$ cat config.mk
export PLATFORM = sky130hd
export DESIGN_NAME = obj_draw_flat
export DESIGN_NICKNAME = d
export VERILOG_FILES = /design/src/rtl/obj_pkg.sv /design/src/rtl/obj_draw_if.sv /design/src/rtl/obj_draw.sv /design/src/flat_wrapper.sv
export SDC_FILE = /design/constraint.sdc
export NUM_CORES = 1
export LEC_CHECK = 0
export BUFFER_PORTS_ARGS = -buffer_cell sky130_fd_sc_hd__buf_2
export CAP_MARGIN = 20
export CORE_ASPECT_RATIO = 0.7
export CORE_MARGIN = 8
export CORE_UTILIZATION = 56
export DETAILED_ROUTE_END_ITERATION = 6
export PLACE_DENSITY = 0.84
export SYNTH_ARGS = -nofsm -noshare
export SYNTH_HDL_FRONTEND = slang
export SYNTH_SLANG_ARGS = --single-unit
$ cat constraint.sdc
create_clock -name clk -period 6.7 [get_ports clk]
set_input_delay 1.34 -clock clk [delete_from_list [all_inputs] [get_ports clk]]
set_output_delay 1.34 -clock clk [all_outputs]
set_load 0.03 [all_outputs]
$ cat src/rtl/obj_pkg.sv
// sprite subsystem shared definitions
// object entry, line buffer pixel and object table layout
package obj_pkg;

    // one sprite job as handed from the scanner to the drawer
    typedef struct packed {
        logic [8:0] code;
        logic [7:0] xpos;
        logic [3:0] pal;
        logic       hflip;
        logic       vflip;
        // row inside the 16-line sprite, already vflip corrected
        logic [3:0] ysub;
    } obj_entry_t;

    // line buffer pixel, colour 0 is transparent
    typedef struct packed {
        logic [3:0] pal;
        logic [3:0] color;
    } obj_pxl_t;

    localparam int         OBJ_BYTES   = 4;
    // row scroll area, 2 bytes per 8-line band
    localparam logic [9:0] SCROLL_BASE = 10'h300;
    localparam int         ROM_AW      = 14;

    // entry layout: attr, y, code low, x
    // attr bit 7 vflip, bit 6 hflip, bit 5 code msb, bits 3..0 palette
    localparam logic [9:0] ATTR_BYTE  = 10'd0;
    localparam logic [9:0] Y_BYTE     = 10'd1;
    localparam logic [9:0] CODE_BYTE  = 10'd2;
    localparam logic [9:0] X_BYTE     = 10'd3;
    localparam int         ATTR_VFLIP = 7;
    localparam int         ATTR_HFLIP = 6;
    localparam int         ATTR_CODE8 = 5;

endpackage

$ cat src/rtl/obj_draw_if.sv
// sprite job channel between the table scanner and the drawer
// start is a one-cycle pulse that hands over job
// busy goes high the next clock and holds until the last pixel is written
interface obj_draw_if
    import obj_pkg::*;
();

    logic       start;
    obj_entry_t job;
    logic       busy;

    // scanner side
    modport scan (
        output start,
        output job,
        input  busy
    );

    // drawer side
    modport draw (
        input  start,
        input  job,
        output busy
    );

endinterface

$ cat src/rtl/obj_draw.sv
// sprite row drawer
// two four-phase ROM fetches per job, 8 pixels each
// writes non transparent pixels into the line buffer, one per clock
module obj_draw
    import obj_pkg::*;
(
    input  logic              clk,
    input  logic              rst,
    obj_draw_if.draw          drw,
    // graphics ROM
    output logic              rom_req,
    output logic [ROM_AW-1:0] rom_addr,
    input  logic              rom_ack,
    input  logic [31:0]       rom_data,
    // line buffer write port
    output logic              wr_en,
    output logic [7:0]        wr_addr,
    output obj_pxl_t          wr_pxl
);

    typedef enum logic [1:0] {D_IDLE, D_REQ, D_ACK, D_PIX} st_t;

    st_t        st;
    obj_entry_t job;
    logic       half;
    logic [2:0] col;
    logic [2:0] nib;
    logic [3:0] color;
    logic [31:0] data_q;
    logic       busy_q;

    assign drw.busy = busy_q;

    // hflip mirrors the nibble order inside a half
    assign nib   = col ^ {3{job.hflip}};
    assign color = data_q[{nib, 2'b00} +: 4];

    // half selects the screen half, column is xpos plus 0..15
    assign wr_en   = (st == D_PIX) && (color != 4'd0);
    assign wr_addr = job.xpos + {4'd0, half, col};
    assign wr_pxl  = '{pal: job.pal, color: color};

    always_ff @(posedge clk, posedge rst) begin
        if (rst) begin
            st      <= D_IDLE;
            busy_q  <= 1'b0;
            rom_req <= 1'b0;
            half    <= 1'b0;
            col     <= 3'd0;
        end else begin
            case (st)
                D_IDLE: begin
                    if (drw.start) begin
                        job    <= drw.job;
                        busy_q <= 1'b1;
                        half   <= 1'b0;
                        st     <= D_REQ;
                    end
                end
                // previous cycle must be fully closed before a new req
                D_REQ: begin
                    if (!rom_ack) begin
                        // word address is code, row, then half
                        // with hflip the right half is fetched first
                        rom_addr <= ROM_AW'({job.code, job.ysub, half ^ job.hflip});
                        rom_req  <= 1'b1;
                        st       <= D_ACK;
                    end
                end
                D_ACK: begin
                    if (rom_ack) begin
                        data_q  <= rom_data;
                        rom_req <= 1'b0;
                        col     <= 3'd0;
                        st      <= D_PIX;
                    end
                end
                D_PIX: begin
                    col <= col + 3'd1;
                    if (col == 3'd7) begin
                        if (half) begin
                            busy_q <= 1'b0;
                            st     <= D_IDLE;
                        end else begin
                            half <= 1'b1;
                            st   <= D_REQ;
                        end
                    end
                end
                default: st <= D_IDLE;
            endcase
        end
    end

    // address held for the whole request phase
    a_addr_stable: assert property (
        @(posedge clk) disable iff (rst) rom_req |=> !rom_req || $stable(rom_addr)
    );

    // new request only once the ROM has released ack
    a_req_after_ack: assert property (
        @(posedge clk) disable iff (rst) $rose(rom_req) |-> !$past(rom_ack)
    );

endmodule

$ cat src/flat_wrapper.sv
// flat-port wrapper written by rule: the top's interface ports become plain ports
module obj_draw_flat import obj_pkg::*;
  (clk, rst, rom_req, rom_addr, rom_ack, rom_data, wr_en, wr_addr, wr_pxl, drw_start, drw_job, drw_busy);
  obj_draw_if drw_i ();
  input  logic clk;
  input  logic rst;
  output logic rom_req;
  output logic [ROM_AW-1:0] rom_addr;
  input  logic rom_ack;
  input  logic [31:0] rom_data;
  output logic wr_en;
  output logic [7:0] wr_addr;
  output obj_pxl_t wr_pxl;
  input wire logic [$bits(drw_i.start)-1:0] drw_start;
  input wire logic [$bits(drw_i.job)-1:0] drw_job;
  output wire logic [$bits(drw_i.busy)-1:0] drw_busy;
  assign drw_i.start = drw_start;
  assign drw_i.job = drw_job;
  assign drw_busy = drw_i.busy;
  obj_draw u_core (.clk(clk), .rst(rst), .drw(drw_i), .rom_req(rom_req), .rom_addr(rom_addr), .rom_ack(rom_ack), .rom_data(rom_data), .wr_en(wr_en), .wr_addr(wr_addr), .wr_pxl(wr_pxl));
endmodule
==> flow_summary_export.csv <==
group,metric,value,unit
synthesis,synth_warnings,0,
placed_design,gp_congestion,0.862,
timing,worstMarginPinSlew,0.868,ns
power_and_ir_drop,sw_frac_of_total,36.3,%
cts,cts_setup_buffers,0,
synthesis,ys_seq_area_share,67.1,%
finish,layout-drive-gt1-share,36.4,%
critical_path,required,5.36,ns
power_and_ir_drop,p_leak,1.68,nW
timing,post-route-min-period,4.33,ns
cts,clk_path_buf_depth,2,
critical_path,critPathLaunchType,"flop",
placed_design,hpwl,5.58,mm
critical_path,crit_start,"u_core.col[1]",
route,vias_per_cell,5.66,
route,drt_iter0_drc,294,
synthesis,synth_most_common_cell,"edfxtp_1",
critical_path,r2r_start,"u_core.col[1]",
synthesis,syn_nets,317,
synthesis,synth_common_cells,"72 x edfxtp_1, 22 x a21oi_1, 13 x o21ai_0, 11 x inv_1, 10 x ha_1",
floorplan,start_util,57.2,%
status,status,"completed",
worst_hold_path,min_path_type,"flop to flop",
finish,multi_input_area,0.00100,mm2
synthesis,async_flop_share,10.0,%
synthesis,synth_top_area_share,61.4,%
flow_run,max_cap_violations,0,
power_and_ir_drop,p_comb_share,33.2,%
floorplan,die_x,111,um
route,drc,0,
cts,clock_latency,0.35,ns
timing,fin_skew,0.00757,ns
global_routing,track_usage,16.8,%
route,drtAntennaViolNets,0,
floorplan,dieArea,0.00912,mm2
route,wl_per_cell,18.5,um
floorplan,rows,24,
floorplan,dieHeight,82.3,um
critical_path,critical_path_class,"flop to output port",
timing,fin_tns_setup,0,ns
cts,postCtsResizedCells,0,
critical_path,crit_arrival,2.99,ns
cts,cts_buffers,9,
cts,clk_pin_slew_worst_paths,0.08,ns
synthesis,syn_area_per_cell,14.5,um2
cts,cts_max_level,3,
critical_path,critPathMaxFanout,22,
finish,nNetsFinal,410,
power_and_ir_drop,p_clk_share,24.2,%
timing,relSlewSlack,42.0,%
synthesis,netlist_instances,243,
floorplan,io_pins,96,
timing,rsz0062_at_grt,"no",
synthesis,synth_edf_count,72,
global_routing,grt_max_degree,33,
finish,area_growth,19.8,%
cts,cts_sinks,80,
power_and_ir_drop,internal-power,1.02,mW
floorplan,core-area,0.00616,mm2
power_and_ir_drop,powerDensity,379,mW/mm2
finish,seqCellArea,0.00236,mm2
timing,timing.fmax,231,MHz
worst_hold_path,hp-start,"u_core.job[0]",
cts,ctsHoldBuffers,0,
timing,hold_ws,0.420,ns
finish,num_antenna_cells,0,
synthesis,synth_top_cell_by_area,"edfxtp_1",
timing,period_share,64.6,%
cts,cts_root_buffer,"clkbuf_8",
cts,cts_tree,"yes",
route,drt_wl_total,7.76,mm
global_routing,grt_overflow,0,
global_routing,antenna_found_initial,0,
global_routing,grt_pass1_vias,2381,
timing,hold_viol,0,
timing,slew_viol_final,0,
synthesis,syn_area,0.00352,mm2
route,vias,2372,
timing,setup_viol,0,
critical_path,end_kind,"output port",
synthesis,synthTopCellsByArea,"edfxtp_1 61%, dfrtp_1 5.7%, ha_1 3.6%",
synthesis,ys_seq_elements,80,
power_and_ir_drop,max-vdd-ir-drop,220,uV
route,firstDrtPassIters,5,
synthesis,ys.flop_type,"edfxtp_1",
power_and_ir_drop,seqPwrFrac,42.6,%
placed_design,portBuffers,94,
power_and_ir_drop,p_sw,580,uW
synthesis,ys_types,47,
global_routing,grt_pass1_wl,11.9,mm
finish,nFillCells,435,
## power groups by stage
stage	clock network, mW	registers (mW)	logic, mW
after floorplan	0	0.667	0.412
after global placement	0	0.684	0.505
after detailed placement	0	0.690	0.525
after CTS	0.392	0.679	0.530
after global routing	0.411	0.690	0.578
final	0.387	0.681	0.531
## cells in the final DEF (no fill, tap or decap), types with 3 or more instances in the layout
master | Yosys | routed
dfrtp_1 | 8 | 8
nor2b_1 | 7 | 7
buf_2 | 4 | 94
o221a_2 | 3 | 3
nand3_1 | 4 | 4
a221o_1 | 3 | 3
o22a_1 | 3 | 3
a221oi_1 | 4 | 4
o21ai_0 | 13 | 13
nand2_1 | 8 | 8
nor2_1 | 5 | 4
ha_1 | 10 | 10
a22o_1 | 4 | 4
nor3b_1 | 3 | 3
inv_1 | 11 | 11
a21oi_1 | 22 | 22
edfxtp_1 | 72 | 72
xnor2_1 | 5 | 5
a32o_1 | 3 | 3
nand2b_1 | 5 | 5
clkbuf_8 | 0 | 9
a22oi_1 | 3 | 3
and3_1 | 5 | 5
## metal layers
| layer | track usage, % | part of all wire [%] | wire length [um] |
|---|---|---|---|
| met5 | 0 | 0 | 0 |
| met4 | 7.25 | 1.6 | 128 |
| met2 | 27.0 | 49 | 3780 |
| met1 | 20.3 | 41 | 3160 |
| met3 | 6.20 | 9.0 | 699 |
## sequential cells by signal, summed over array words and instances, names as in the netlist
name             cells
u_core.data_q       32
u_core.job          22
u_core.rom_addr     14
u_core.wr_pxl        4
u_core.col           3
u_core.st            2
u_core.drw.busy      1
u_core.half          1
u_core.rom_req       1
## cells by family (layout without fill, tap and decap cells)
group	after synthesis	count (layout)	share of synthesized area, %
flip-flops	80	80	67.1
AO/OA/AOI/OAI	74	74	15.0
AND/OR/NAND/NOR	44	44	7.25
buffers and inverters	26	124	4.41
XOR/XNOR	7	7	1.74
adder cells (fa/ha/maj)	11	11	4.12
multiplexers	1	1	0.320
## area by class of cell
type | instances | area share (%)
sequential | 80 | 56.0
inverter | 12 | 1.07
tap | 78 | 2.32
multi-input combinational | 137 | 23.8
clock buffer | 10 | 3.03
timing repair buffer | 96 | 11.5
clock inverter | 6 | 2.20
## through the flow
step | power, mW | area, um2 | setup WS (ns) | utilization, % | instances
2_1_floorplan | 1.08 | 3520 | 3.23 | - | 243
3_3_place_gp | 1.19 | 4000 | 2.90 | 64.9 | 403
3_5_place_dp | 1.22 | 4000 | 2.79 | 64.9 | 403
4_1_cts | 1.60 | 4220 | 2.40 | 68.5 | 419
5_1_grt | 1.68 | 4220 | 2.18 | 68.5 | 419
6_report | 1.60 | 4220 | 2.37 | 68.5 | 419
## worst max-delay path, cell delays in order, from the launching register on
cell and delay [ns]:
dfrtp_1 0.85, nor2b_1 0.78, a221oi_1 0.17, o221a_2 0.29, a21oi_1 0.18, o41a_1 0.15, buf_2 0.19
## worst paths after layout
check | slack (ns) | cells past startpoint | endpoint
min in group asynchronous | 0.96 | 2 | u_core.half
setup reg to reg | 4.51 | 7 | u_core.st[0]
hold / removal | 0.42 | 0 | u_core.rom_addr[1]
max in group asynchronous | 5.48 | 2 | u_core.st[1]
hold reg to reg | 0.42 | 0 | u_core.rom_addr[1]
setup / recovery | 2.37 | 6 | wr_en
Power figures use the tool's default switching activity.
