## config.mk

```make
export PLATFORM = sky130hd
export DESIGN_NAME = obj_scan_flat
export DESIGN_NICKNAME = d
export VERILOG_FILES = /design/src/rtl/obj_pkg.sv /design/src/rtl/obj_draw_if.sv /design/src/rtl/obj_scan.sv /design/src/flat_wrapper.sv
export SDC_FILE = /design/constraint.sdc
export NUM_CORES = 1
export LEC_CHECK = 0
export ABC_CLOCK_PERIOD_IN_PS = 2810
export BUFFER_PORTS_ARGS = -buffer_cell sky130_fd_sc_hd__buf_2
export CORE_ASPECT_RATIO = 0.6
export CORE_MARGIN = 2
export CORE_UTILIZATION = 50
export DETAILED_ROUTE_END_ITERATION = 6
export GPL_ROUTABILITY_DRIVEN = 0
export PLACE_DENSITY = 0.71
export SLEW_MARGIN = 10
export SYNTH_ARGS = -nofsm -noshare
export SYNTH_HDL_FRONTEND = slang
export SYNTH_SLANG_ARGS = --single-unit
```

## constraint.sdc

```tcl
create_clock -name clk -period 2.81 [get_ports clk]
set_clock_uncertainty 0.15 [all_clocks]
set_input_delay 0.562 -clock clk [delete_from_list [all_inputs] [get_ports clk]]
set_output_delay 0.562 -clock clk [all_outputs]
set_load 0.01 [all_outputs]
```

## src/rtl/obj_pkg.sv

```systemverilog
// sprite subsystem shared definitions
// object entry, line buffer pixel and object table layout
package obj_pkg;

    // one sprite job as handed from the scanner to the drawer
    typedef struct packed {
        logic [8:0] code;
        logic [7:0] xpos;
        logic [3:0] pal;
        logic       hflip;
        logic       vflip;
        // row inside the 16-line sprite, already vflip corrected
        logic [3:0] ysub;
    } obj_entry_t;

    // line buffer pixel, colour 0 is transparent
    typedef struct packed {
        logic [3:0] pal;
        logic [3:0] color;
    } obj_pxl_t;

    localparam int         OBJ_BYTES   = 4;
    // row scroll area, 2 bytes per 8-line band
    localparam logic [9:0] SCROLL_BASE = 10'h300;
    localparam int         ROM_AW      = 14;

    // entry layout: attr, y, code low, x
    // attr bit 7 vflip, bit 6 hflip, bit 5 code msb, bits 3..0 palette
    localparam logic [9:0] ATTR_BYTE  = 10'd0;
    localparam logic [9:0] Y_BYTE     = 10'd1;
    localparam logic [9:0] CODE_BYTE  = 10'd2;
    localparam logic [9:0] X_BYTE     = 10'd3;
    localparam int         ATTR_VFLIP = 7;
    localparam int         ATTR_HFLIP = 6;
    localparam int         ATTR_CODE8 = 5;

endpackage

```

## src/rtl/obj_draw_if.sv

```systemverilog
// sprite job channel between the table scanner and the drawer
// start is a one-cycle pulse that hands over job
// busy goes high the next clock and holds until the last pixel is written
interface obj_draw_if
    import obj_pkg::*;
();

    logic       start;
    obj_entry_t job;
    logic       busy;

    // scanner side
    modport scan (
        output start,
        output job,
        input  busy
    );

    // drawer side
    modport draw (
        input  start,
        input  job,
        output busy
    );

endinterface

```

## src/rtl/obj_scan.sv

```systemverilog
// per-line object table scanner
// reads the row scroll word for the coming line, then walks NUM_OBJ entries
// and hands every sprite covering the line to the drawer
module obj_scan
    import obj_pkg::*;
#(
    parameter int NUM_OBJ = 24
) (
    input  logic       clk,
    input  logic       rst,
    input  logic       hinit,
    input  logic [8:0] vdump,
    output logic [9:0] scan_addr,
    input  logic [7:0] scan_dout,
    output logic [7:0] hpos,
    output logic       scr_we,
    obj_draw_if.scan   drw
);

    localparam int CW = $clog2(NUM_OBJ + 1);

    typedef enum logic [3:0] {
        S_IDLE, S_SCR_A, S_SCR_B, S_SCR_C, S_SCR_D,
        S_WAIT, S_ATTR, S_Y, S_CODE, S_X, S_START, S_NEXT
    } st_t;

    st_t        st;
    logic [7:0] vnext;
    logic [7:0] vline;
    logic [7:0] ypos;
    logic [7:0] ydiff;
    logic [6:0] scr_lo;
    logic [CW-1:0] obj_cnt;
    logic [9:0] ent_base;
    obj_entry_t job_q;
    logic       start_q;

    // sprites are drawn one line ahead of the display
    assign vnext = vdump[7:0] + 8'd1;
    assign ydiff = vline - ypos;

    assign drw.start = start_q;
    assign drw.job   = job_q;

    always_ff @(posedge clk, posedge rst) begin
        if (rst) begin
            st      <= S_IDLE;
            start_q <= 1'b0;
            scr_we  <= 1'b0;
            obj_cnt <= '0;
        end else begin
            start_q <= 1'b0;
            scr_we  <= 1'b0;
            if (hinit) begin
                // restart even if the previous walk did not finish
                vline     <= vnext;
                scan_addr <= SCROLL_BASE + {4'd0, vnext[7:3], 1'b0};
                st        <= S_SCR_A;
            end else begin
                case (st)
                    // RAM latency, first scroll byte in flight
                    S_SCR_A: st <= S_SCR_B;
                    S_SCR_B: begin
                        scr_lo    <= scan_dout[7:1];
                        scan_addr <= scan_addr + 10'd1;
                        st        <= S_SCR_C;
                    end
                    S_SCR_C: st <= S_SCR_D;
                    // only bit 0 of the second byte is used
                    S_SCR_D: begin
                        hpos      <= {scr_lo, scan_dout[0]};
                        scr_we    <= 1'b1;
                        obj_cnt   <= '0;
                        ent_base  <= '0;
                        scan_addr <= ATTR_BYTE;
                        st        <= S_WAIT;
                    end
                    // address stream runs one byte ahead of the data
                    S_WAIT: begin
                        scan_addr <= ent_base + Y_BYTE;
                        st        <= S_ATTR;
                    end
                    S_ATTR: begin
                        job_q.pal     <= scan_dout[3:0];
                        job_q.hflip   <= scan_dout[ATTR_HFLIP];
                        job_q.vflip   <= scan_dout[ATTR_VFLIP];
                        job_q.code[8] <= scan_dout[ATTR_CODE8];
                        scan_addr     <= ent_base + CODE_BYTE;
                        st            <= S_Y;
                    end
                    S_Y: begin
                        ypos      <= scan_dout;
                        scan_addr <= ent_base + X_BYTE;
                        st        <= S_CODE;
                    end
                    S_CODE: begin
                        job_q.code[7:0] <= scan_dout;
                        st              <= S_X;
                    end
                    // zone check, row offset below 16
                    S_X: begin
                        job_q.xpos <= scan_dout;
                        job_q.ysub <= ydiff[3:0] ^ {4{job_q.vflip}};
                        st         <= (ydiff[7:4] == 4'd0) ? S_START : S_NEXT;
                    end
                    // hold here while the drawer is on the previous job
                    S_START: begin
                        if (!drw.busy) begin
                            start_q <= 1'b1;
                            st      <= S_NEXT;
                        end
                    end
                    // also the gap cycle that lets busy rise
                    S_NEXT: begin
                        if (obj_cnt == CW'(NUM_OBJ - 1)) begin
                            st <= S_IDLE;
                        end else begin
                            obj_cnt   <= obj_cnt + 1'b1;
                            ent_base  <= ent_base + 10'(OBJ_BYTES);
                            scan_addr <= ent_base + 10'(OBJ_BYTES) + ATTR_BYTE;
                            st        <= S_WAIT;
                        end
                    end
                    default: st <= S_IDLE;
                endcase
            end
        end
    end

    // a job is never handed over while the drawer is still busy
    a_no_start_busy: assert property (
        @(posedge clk) disable iff (rst) !(drw.start && drw.busy)
    );

endmodule

```

## src/flat_wrapper.sv

```systemverilog
// flat-port wrapper written by rule: the top's interface ports become plain ports
module obj_scan_flat import obj_pkg::*;
#(
    parameter int NUM_OBJ = 24
)
  (clk, rst, hinit, vdump, scan_addr, scan_dout, hpos, scr_we, drw_start, drw_job, drw_busy);
  obj_draw_if drw_i ();
  input  logic clk;
  input  logic rst;
  input  logic hinit;
  input  logic [8:0] vdump;
  output logic [9:0] scan_addr;
  input  logic [7:0] scan_dout;
  output logic [7:0] hpos;
  output logic scr_we;
  output wire logic [$bits(drw_i.start)-1:0] drw_start;
  output wire logic [$bits(drw_i.job)-1:0] drw_job;
  input wire logic [$bits(drw_i.busy)-1:0] drw_busy;
  assign drw_start = drw_i.start;
  assign drw_job = drw_i.job;
  assign drw_i.busy = drw_busy;
  obj_scan #(.NUM_OBJ(NUM_OBJ)) u_core (.clk(clk), .rst(rst), .hinit(hinit), .vdump(vdump), .scan_addr(scan_addr), .scan_dout(scan_dout), .hpos(hpos), .scr_we(scr_we), .drw(drw_i));
endmodule
```

==> results of run 1 <==
[stage by stage]
step / area (sq um) / setup slack [ns] / total power [W]
after floorplan: 3980 / 0.575 / 0.00182
after global placement: 4480 / 0.559 / 0.00194
after detailed placement: 4480 / 0.538 / 0.00195
after CTS: 4750 / 0.520 / 0.00306
after global routing: 4750 / 0.408 / 0.00316
final: 4750 / 0.535 / 0.00303
[worst max path at each step]
stage                            startpoint                   to  slack [ns]  depth (start not counted)
after floorplan           u_core.obj_cnt[0]  u_core.scan_addr[0]        0.58                          5
after global placement    u_core.obj_cnt[0]   u_core.ent_base[9]        0.56                          5
after detailed placement  u_core.obj_cnt[0]   u_core.ent_base[9]        0.54                          5
after CTS                 u_core.obj_cnt[0]   u_core.ent_base[6]        0.52                          5
after global routing           u_core.st[0]   u_core.ent_base[6]        0.41                          4
final                     u_core.obj_cnt[0]   u_core.ent_base[6]        0.54                          5
[cell type report]
class | count | area [sq um]
Inverter | 15 | 56.3
Multi-Input combinational cell | 198 | 1330
Clock buffer | 11 | 233
Fill cell | 617 | 3040
Sequential cell | 87 | 2560
Clock inverter | 5 | 41.3
Tap cell | 108 | 135
Timing Repair Buffer | 75 | 398
[power by group]
group          leakage [nW]  switching, W  total [W]  internal, W
Clock                 0.127      0.000498    0.00111     0.000609
Combinational         0.879      0.000216   0.000379     0.000163
Sequential            0.853     0.0000761    0.00155      0.00147
Total                  1.86      0.000790    0.00303      0.00224
[layer usage]
layer	vias up	GRT usage	wire (um)
li1	1297	-	-
met5	-	0	0
met4	0	0.0463	82
met1	1291	0.287	4010
met3	9	0.0898	642
met2	84	0.294	3500
[worst max-delay path, stage by stage (launching register included)]
cell     delay (ns)
dfrtp_1        0.41
ha_1           0.24
and4b_1        0.22
nor4b_2        0.30
o21a_2         0.24
and2_1         0.37
[sequential cells by signal (all words and copies together) (netlist names)]
| name | cells |
|---|---|
| u_core.drw.job | 27 |
| u_core.drw.start | 1 |
| u_core.ent_base | 8 |
| u_core.hpos | 8 |
| u_core.obj_cnt | 5 |
| u_core.scan_addr | 10 |
| u_core.scr_lo | 7 |
| u_core.scr_we | 1 |
| u_core.st | 4 |
| u_core.vline | 8 |
| u_core.ypos | 8 |
[cells in the final DEF, fill, tap and decap left out, types with 2 or more instances in the layout]
master,instances
edfxtp_1,76
buf_2,66
nor2_1,33
xnor2_1,18
nand3_1,17
nand2_1,16
inv_1,15
xor2_1,15
o21ai_0,13
ha_1,12
dfrtp_1,11
a21oi_1,10
clkbuf_16,9
buf_4,9
a221oi_1,7
and3_1,6
a211oi_1,4
nand2b_1,3
and2_1,3
nor3_1,3
nor2b_1,3
o21a_1,3
inv_6,3
nor4_1,2
nand4_1,2
o211ai_1,2
o21bai_1,2
o22ai_1,2
clkbuf_1,2
clkinvlp_4,2
[logic make-up after synthesis]
group | count (synthesis) | share of synthesized area
flops | 87 | 0.643
buf+inv | 23 | 0.0223
compound gates | 54 | 0.0929
mux | 1 | 0.00252
xor+xnor | 33 | 0.0727
simple gates | 97 | 0.123
fa+ha+maj | 13 | 0.0428
==> reports/metrics.csv, run 1 <==
stage;metric;value;unit
cells_and_area;P&R area growth vs syn;19.5;%
placement;# port buffers;66;
logic_synthesis;Async S/R FF share, synth;0.126;
worst_setup_path;crit-path max FO;8;
floorplanning;die height;73.1;um
grt;first-pass GRT wire length;13200;um
timing;Setup TNS;0;ns
floorplanning;Die W;119;um
timing;Max Slew Vio Count;0;
cells_and_area;Nets;420;
floorplanning;Rows;25;
worst_setup_path;R2R cell count;5;
power;worst vdd rail ir drop;475;uV
run_status;status;complete, no violations;
worst_setup_path;CP Launch Type;flop;
cts;H-Tree Depth;3;
placement;post-DP HPWL;6090;um
cells_and_area;share of layout cells above drive strength 1;0.248;
floorplanning;I/O pin count;68;
grt;initial antenna violation count;0;
logic_synthesis;Post-Syn Area per Cell;12.9;sq um
drt;Post-route DRC;0;
drt;routed vias;2681;
cts;post-CTS setup buffers;0;
worst_setup_path;worst reg2reg endpoint;u_core.ent_base[6];
logic_synthesis;most frequent cell after synthesis;edfxtp_1;
logic_synthesis;Post-Syn Area;3980;sq um
timing;Slew headroom;0.572;
timing;unrepaired setup endpoints after global routing;no;
cts;root cell of the clock tree;clkbuf_16;
cts;Hold Buf Count CTS;0;
power;PD cells;638;nW/um^2
logic_synthesis;number of synthesized flops with an enable pin;76;
power;Lkg Pwr;1.86;nW
logic_synthesis;post-synth top area share;0.574;
timing;worst hold slack;0.138;ns
worst_setup_path;Crit Path Class;flop to flop;
worst_hold_path;hold crit path type;input port to asynchronous set/reset pin;
drt;initial drt markers;178;
logic_synthesis;Synthesis Warnings;0;
run;max_cap viols;0;
floorplanning;die area;8700;sq um
worst_setup_path;WP data required;2.66;ns
cts;CTS Sinks;87;
grt;largest net degree at the start of global routing;24;
timing;worst slew pin tran;0.640;ns
floorplanning;Core ar.;7790;sq um
logic_synthesis;Post-synth top cells;edfxtp_1, nor2_1, xnor2_1;
logic_synthesis;Most used DFF post-synth;edfxtp_1;
placement;placed instance count;483;
drt;DR vias/cell;5.37;
grt;number of global-route vias before repair;2601;
cts;CTS tree;yes;
cts;Clk Latency, worst-skew pair;0.34;ns
cts;total CTS buffers;9;
cts;Worst-path clk slew;0.06;ns
cts;PostCTS Resize Cnt;0;
worst_setup_path;r2r startpoint;u_core.obj_cnt[0];
timing;Period minus WS final;2.27;ns
timing;final worst path period share;0.809;
logic_synthesis;Yosys top cell by area;edfxtp_1;
logic_synthesis;Synth area leaders;edfxtp_1, dfrtp_1, xnor2_1;
drt;DR WL/cell;16.5;um
worst_setup_path;Arr. time, crit path;2.13;ns
logic_synthesis;Yosys cell types;49;
timing;endpoints failing setup;0;
cells_and_area;antenna cells;0;
timing;final hold vios;0;
cells_and_area;Final Instance Count excl. Fillers;499;
worst_setup_path;R2R Setup Slk;0.54;ns
cts;clk buf depth;2;
timing;Fmax achieved;440;MHz
logic_synthesis;syn nets;342;
grt;Total GRT Usage;0.204;
logic_synthesis;synthesized flop and latch total;87;
worst_setup_path;CP endpoint kind;flop;
logic_synthesis;Post-Syn Instances;308;
drt;drt first pass iters;4;
cells_and_area;fin util;0.610;
grt;grt ovf;0;
floorplanning;initial core utilization;0.510;
drt;routed wire length;8240;um
drt;Post-DRT Antenna Nets;0;
logic_synthesis;register area share after synthesis;0.643;
Power figures use the tool's default switching activity.
==> run 2: changes to the inputs <==
--- a/config.mk
+++ b/config.mk
@@ -5,7 +5,7 @@
 export SDC_FILE = /design/constraint.sdc
 export NUM_CORES = 1
 export LEC_CHECK = 0
-export ABC_CLOCK_PERIOD_IN_PS = 2810
+export ABC_CLOCK_PERIOD_IN_PS = 2300
 export BUFFER_PORTS_ARGS = -buffer_cell sky130_fd_sc_hd__buf_2
 export CORE_ASPECT_RATIO = 0.6
 export CORE_MARGIN = 2
==> constraint.sdc (replaced) <==
create_clock -name clk -period 2.3 [get_ports clk]
set_clock_uncertainty 0.15 [all_clocks]
set_input_delay 0.46 -clock clk [delete_from_list [all_inputs] [get_ports clk]]
set_output_delay 0.46 -clock clk [all_outputs]
set_load 0.01 [all_outputs]
==> reports/metrics.csv, run 2 (synthesized netlist as in run 1, its figures left out) <==
stage;metric;value;unit
cts;Worst-path clk slew;0.07;ns
power;Sw Share;0.264;
cts;post-CTS setup buffers;0;
worst_hold_path;hold crit path type;input port to asynchronous set/reset pin;
drt;routed vias;2680;
grt;routing usage on met3;0.0852;
power;Lkg Pwr;1.90;nW
timing;Fmax achieved;459;MHz
timing;endpoints failing setup;0;
cells_and_area;Final Instance Count excl. Fillers;504;
power;Cell Int Power;0.00275;W
cts;root cell of the clock tree;clkbuf_16;
drt;Post-route DRC;0;
floorplanning;initial core utilization;0.510;
worst_setup_path;WP data required;2.21;ns
worst_setup_path;R2R cell count;6;
cts;CTS Sinks;87;
timing;Setup TNS;0;ns
cells_and_area;share of layout cells above drive strength 1;0.263;
cells_and_area;most frequent cells in the layout;edfxtp_1, buf_2, nor2_1, xnor2_1, nand3_1;
drt;routed wire length;8160;um
cells_and_area;Register Area;2560;sq um
cells_and_area;P&R area growth vs syn;21.0;%
cts;H-Tree Depth;3;
timing;worst slew pin tran;0.487;ns
cells_and_area;antenna cells;0;
worst_setup_path;r2r startpoint;u_core.obj_cnt[0];
timing;final hold vios;0;
timing;Max Slew Vio Count;0;
power;PD cells;776;nW/um^2
worst_setup_path;CP delay by family, top;simple AND/OR/NAND/NOR gates;
timing;worst hold slack;0.0313;ns
power;sequential cell fraction of total power;0.505;
worst_setup_path;crit-path max FO;8;
cells_and_area;max reg flops;27;
worst_setup_path;Arr. time, crit path;2.09;ns
power;NetSw;0.000985;W
cells_and_area;most common cell after layout, fill and taps aside;edfxtp_1;
worst_setup_path;R2R Setup Slk;0.12;ns
drt;Post-DRT Antenna Nets;0;
power;worst vdd rail ir drop;509;uV
grt;initial antenna violation count;0;
worst_setup_path;highest-delay cell along the critical path;dfrtp_1;
worst_setup_path;worst reg2reg endpoint;u_core.ent_base[2];
worst_setup_path;Buf/Inv on CP;1;
run_status;status;complete, no violations;
placement;post-DP HPWL;5970;um
cts;clk buf depth;2;
timing;Period minus WS final;2.18;ns
grt;Total GRT Usage;0.200;
worst_setup_path;Crit Path Class;flop to flop;
worst_setup_path;crit path cell chain;ha_1, and4b_1, nor4b_2, o21a_2, and2_1, buf_12;
grt;number of global-route vias before repair;2535;
cts;CTS tree;yes;
floorplanning;Rows;25;
floorplanning;die area;8700;sq um
placement;# port buffers;66;
drt;DR WL/cell;16.2;um
worst_setup_path;CP Launch Type;flop;
timing;final worst path period share;0.947;
timing;Slew headroom;0.675;
worst_setup_path;CP peak stage delay;0.42;ns
grt;first-pass GRT wire length;12900;um
cts;Hold Buf Count CTS;0;
worst_setup_path;CP endpoint kind;flop;
drt;drt first pass iters;4;
power;clock power share;0.368;
timing;post-route setup slack;0.122;ns
grt;busiest grt layer;met1;
floorplanning;Die W;119;um
floorplanning;Core ar.;7790;sq um
grt;met2 GRT Util;0.278;
placement;worst slack at placement;0.135;ns
grt;grt met1 use;0.287;
cells_and_area;Nets;425;
floorplanning;die height;73.1;um
power;Tot Pwr;0.00373;W
cts;total CTS buffers;9;
drt;DR vias/cell;5.32;
cts;Clk Latency, worst-skew pair;0.34;ns
cells_and_area;Fillers;628;
cts;PostCTS Resize Cnt;0;
timing;unrepaired setup endpoints after global routing;no;
run;max_cap viols;0;
cells_and_area;multi-input logic area;1330;sq um
placement;placed instance count;488;
drt;initial drt markers;262;
grt;largest net degree at the start of global routing;17;
floorplanning;I/O pin count;68;
grt;grt ovf;0;
power;Logic pwr share;0.127;
## run 2: per-layer routing
metal  up-vias  wire [um]
li1       1302          -
met1      1287       4030
met2        83       3350
met3         8        714
met4         0         70
met5         -          0
## run 2: stage by stage
stage          cell area (sq um)  utilization
2_1_floorplan               3980            -
3_3_place_gp                4530        0.581
3_5_place_dp                4530        0.581
4_1_cts                     4810        0.617
5_1_grt                     4810        0.617
6_report                    4810        0.617
## run 2: cell type report
type / count / share of cell area
clock buffers: 9 / 0.0468
inverters: 15 / 0.0117
repair buffers: 80 / 0.0932
multi-input cells: 198 / 0.277
clock inverters: 7 / 0.0114
flip-flops and latches: 87 / 0.532
well taps: 108 / 0.0281
## run 2: tightest hold or removal path, cell delays in order
cell	delay, ns
buf_2	0.15
inv_1	0.07
buf_4	0.20
## run 2: worst max path at each step
stage | start | endpoint | slack, ns | cells after the start
final | u_core.obj_cnt[0] | u_core.ent_base[2] | 0.12 | 6
after global routing | u_core.st[2] | u_core.scan_addr[4] | 0.02 | 6
after CTS | u_core.obj_cnt[0] | u_core.ent_base[4] | 0.12 | 6
after detailed placement | u_core.obj_cnt[0] | u_core.ent_base[8] | 0.13 | 6
after global placement | u_core.obj_cnt[0] | u_core.ent_base[9] | 0.17 | 6
after floorplan | u_core.obj_cnt[0] | u_core.scan_addr[0] | 0.07 | 5
## run 2: power by group through the flow
stage          sequential (W)  clock (W)  combinational [W]
2_1_floorplan         0.00189          0           0.000336
5_1_grt               0.00189    0.00145           0.000534
6_report              0.00188    0.00137           0.000476
4_1_cts               0.00188    0.00140           0.000475
3_3_place_gp          0.00191          0           0.000464
3_5_place_dp          0.00191          0           0.000472
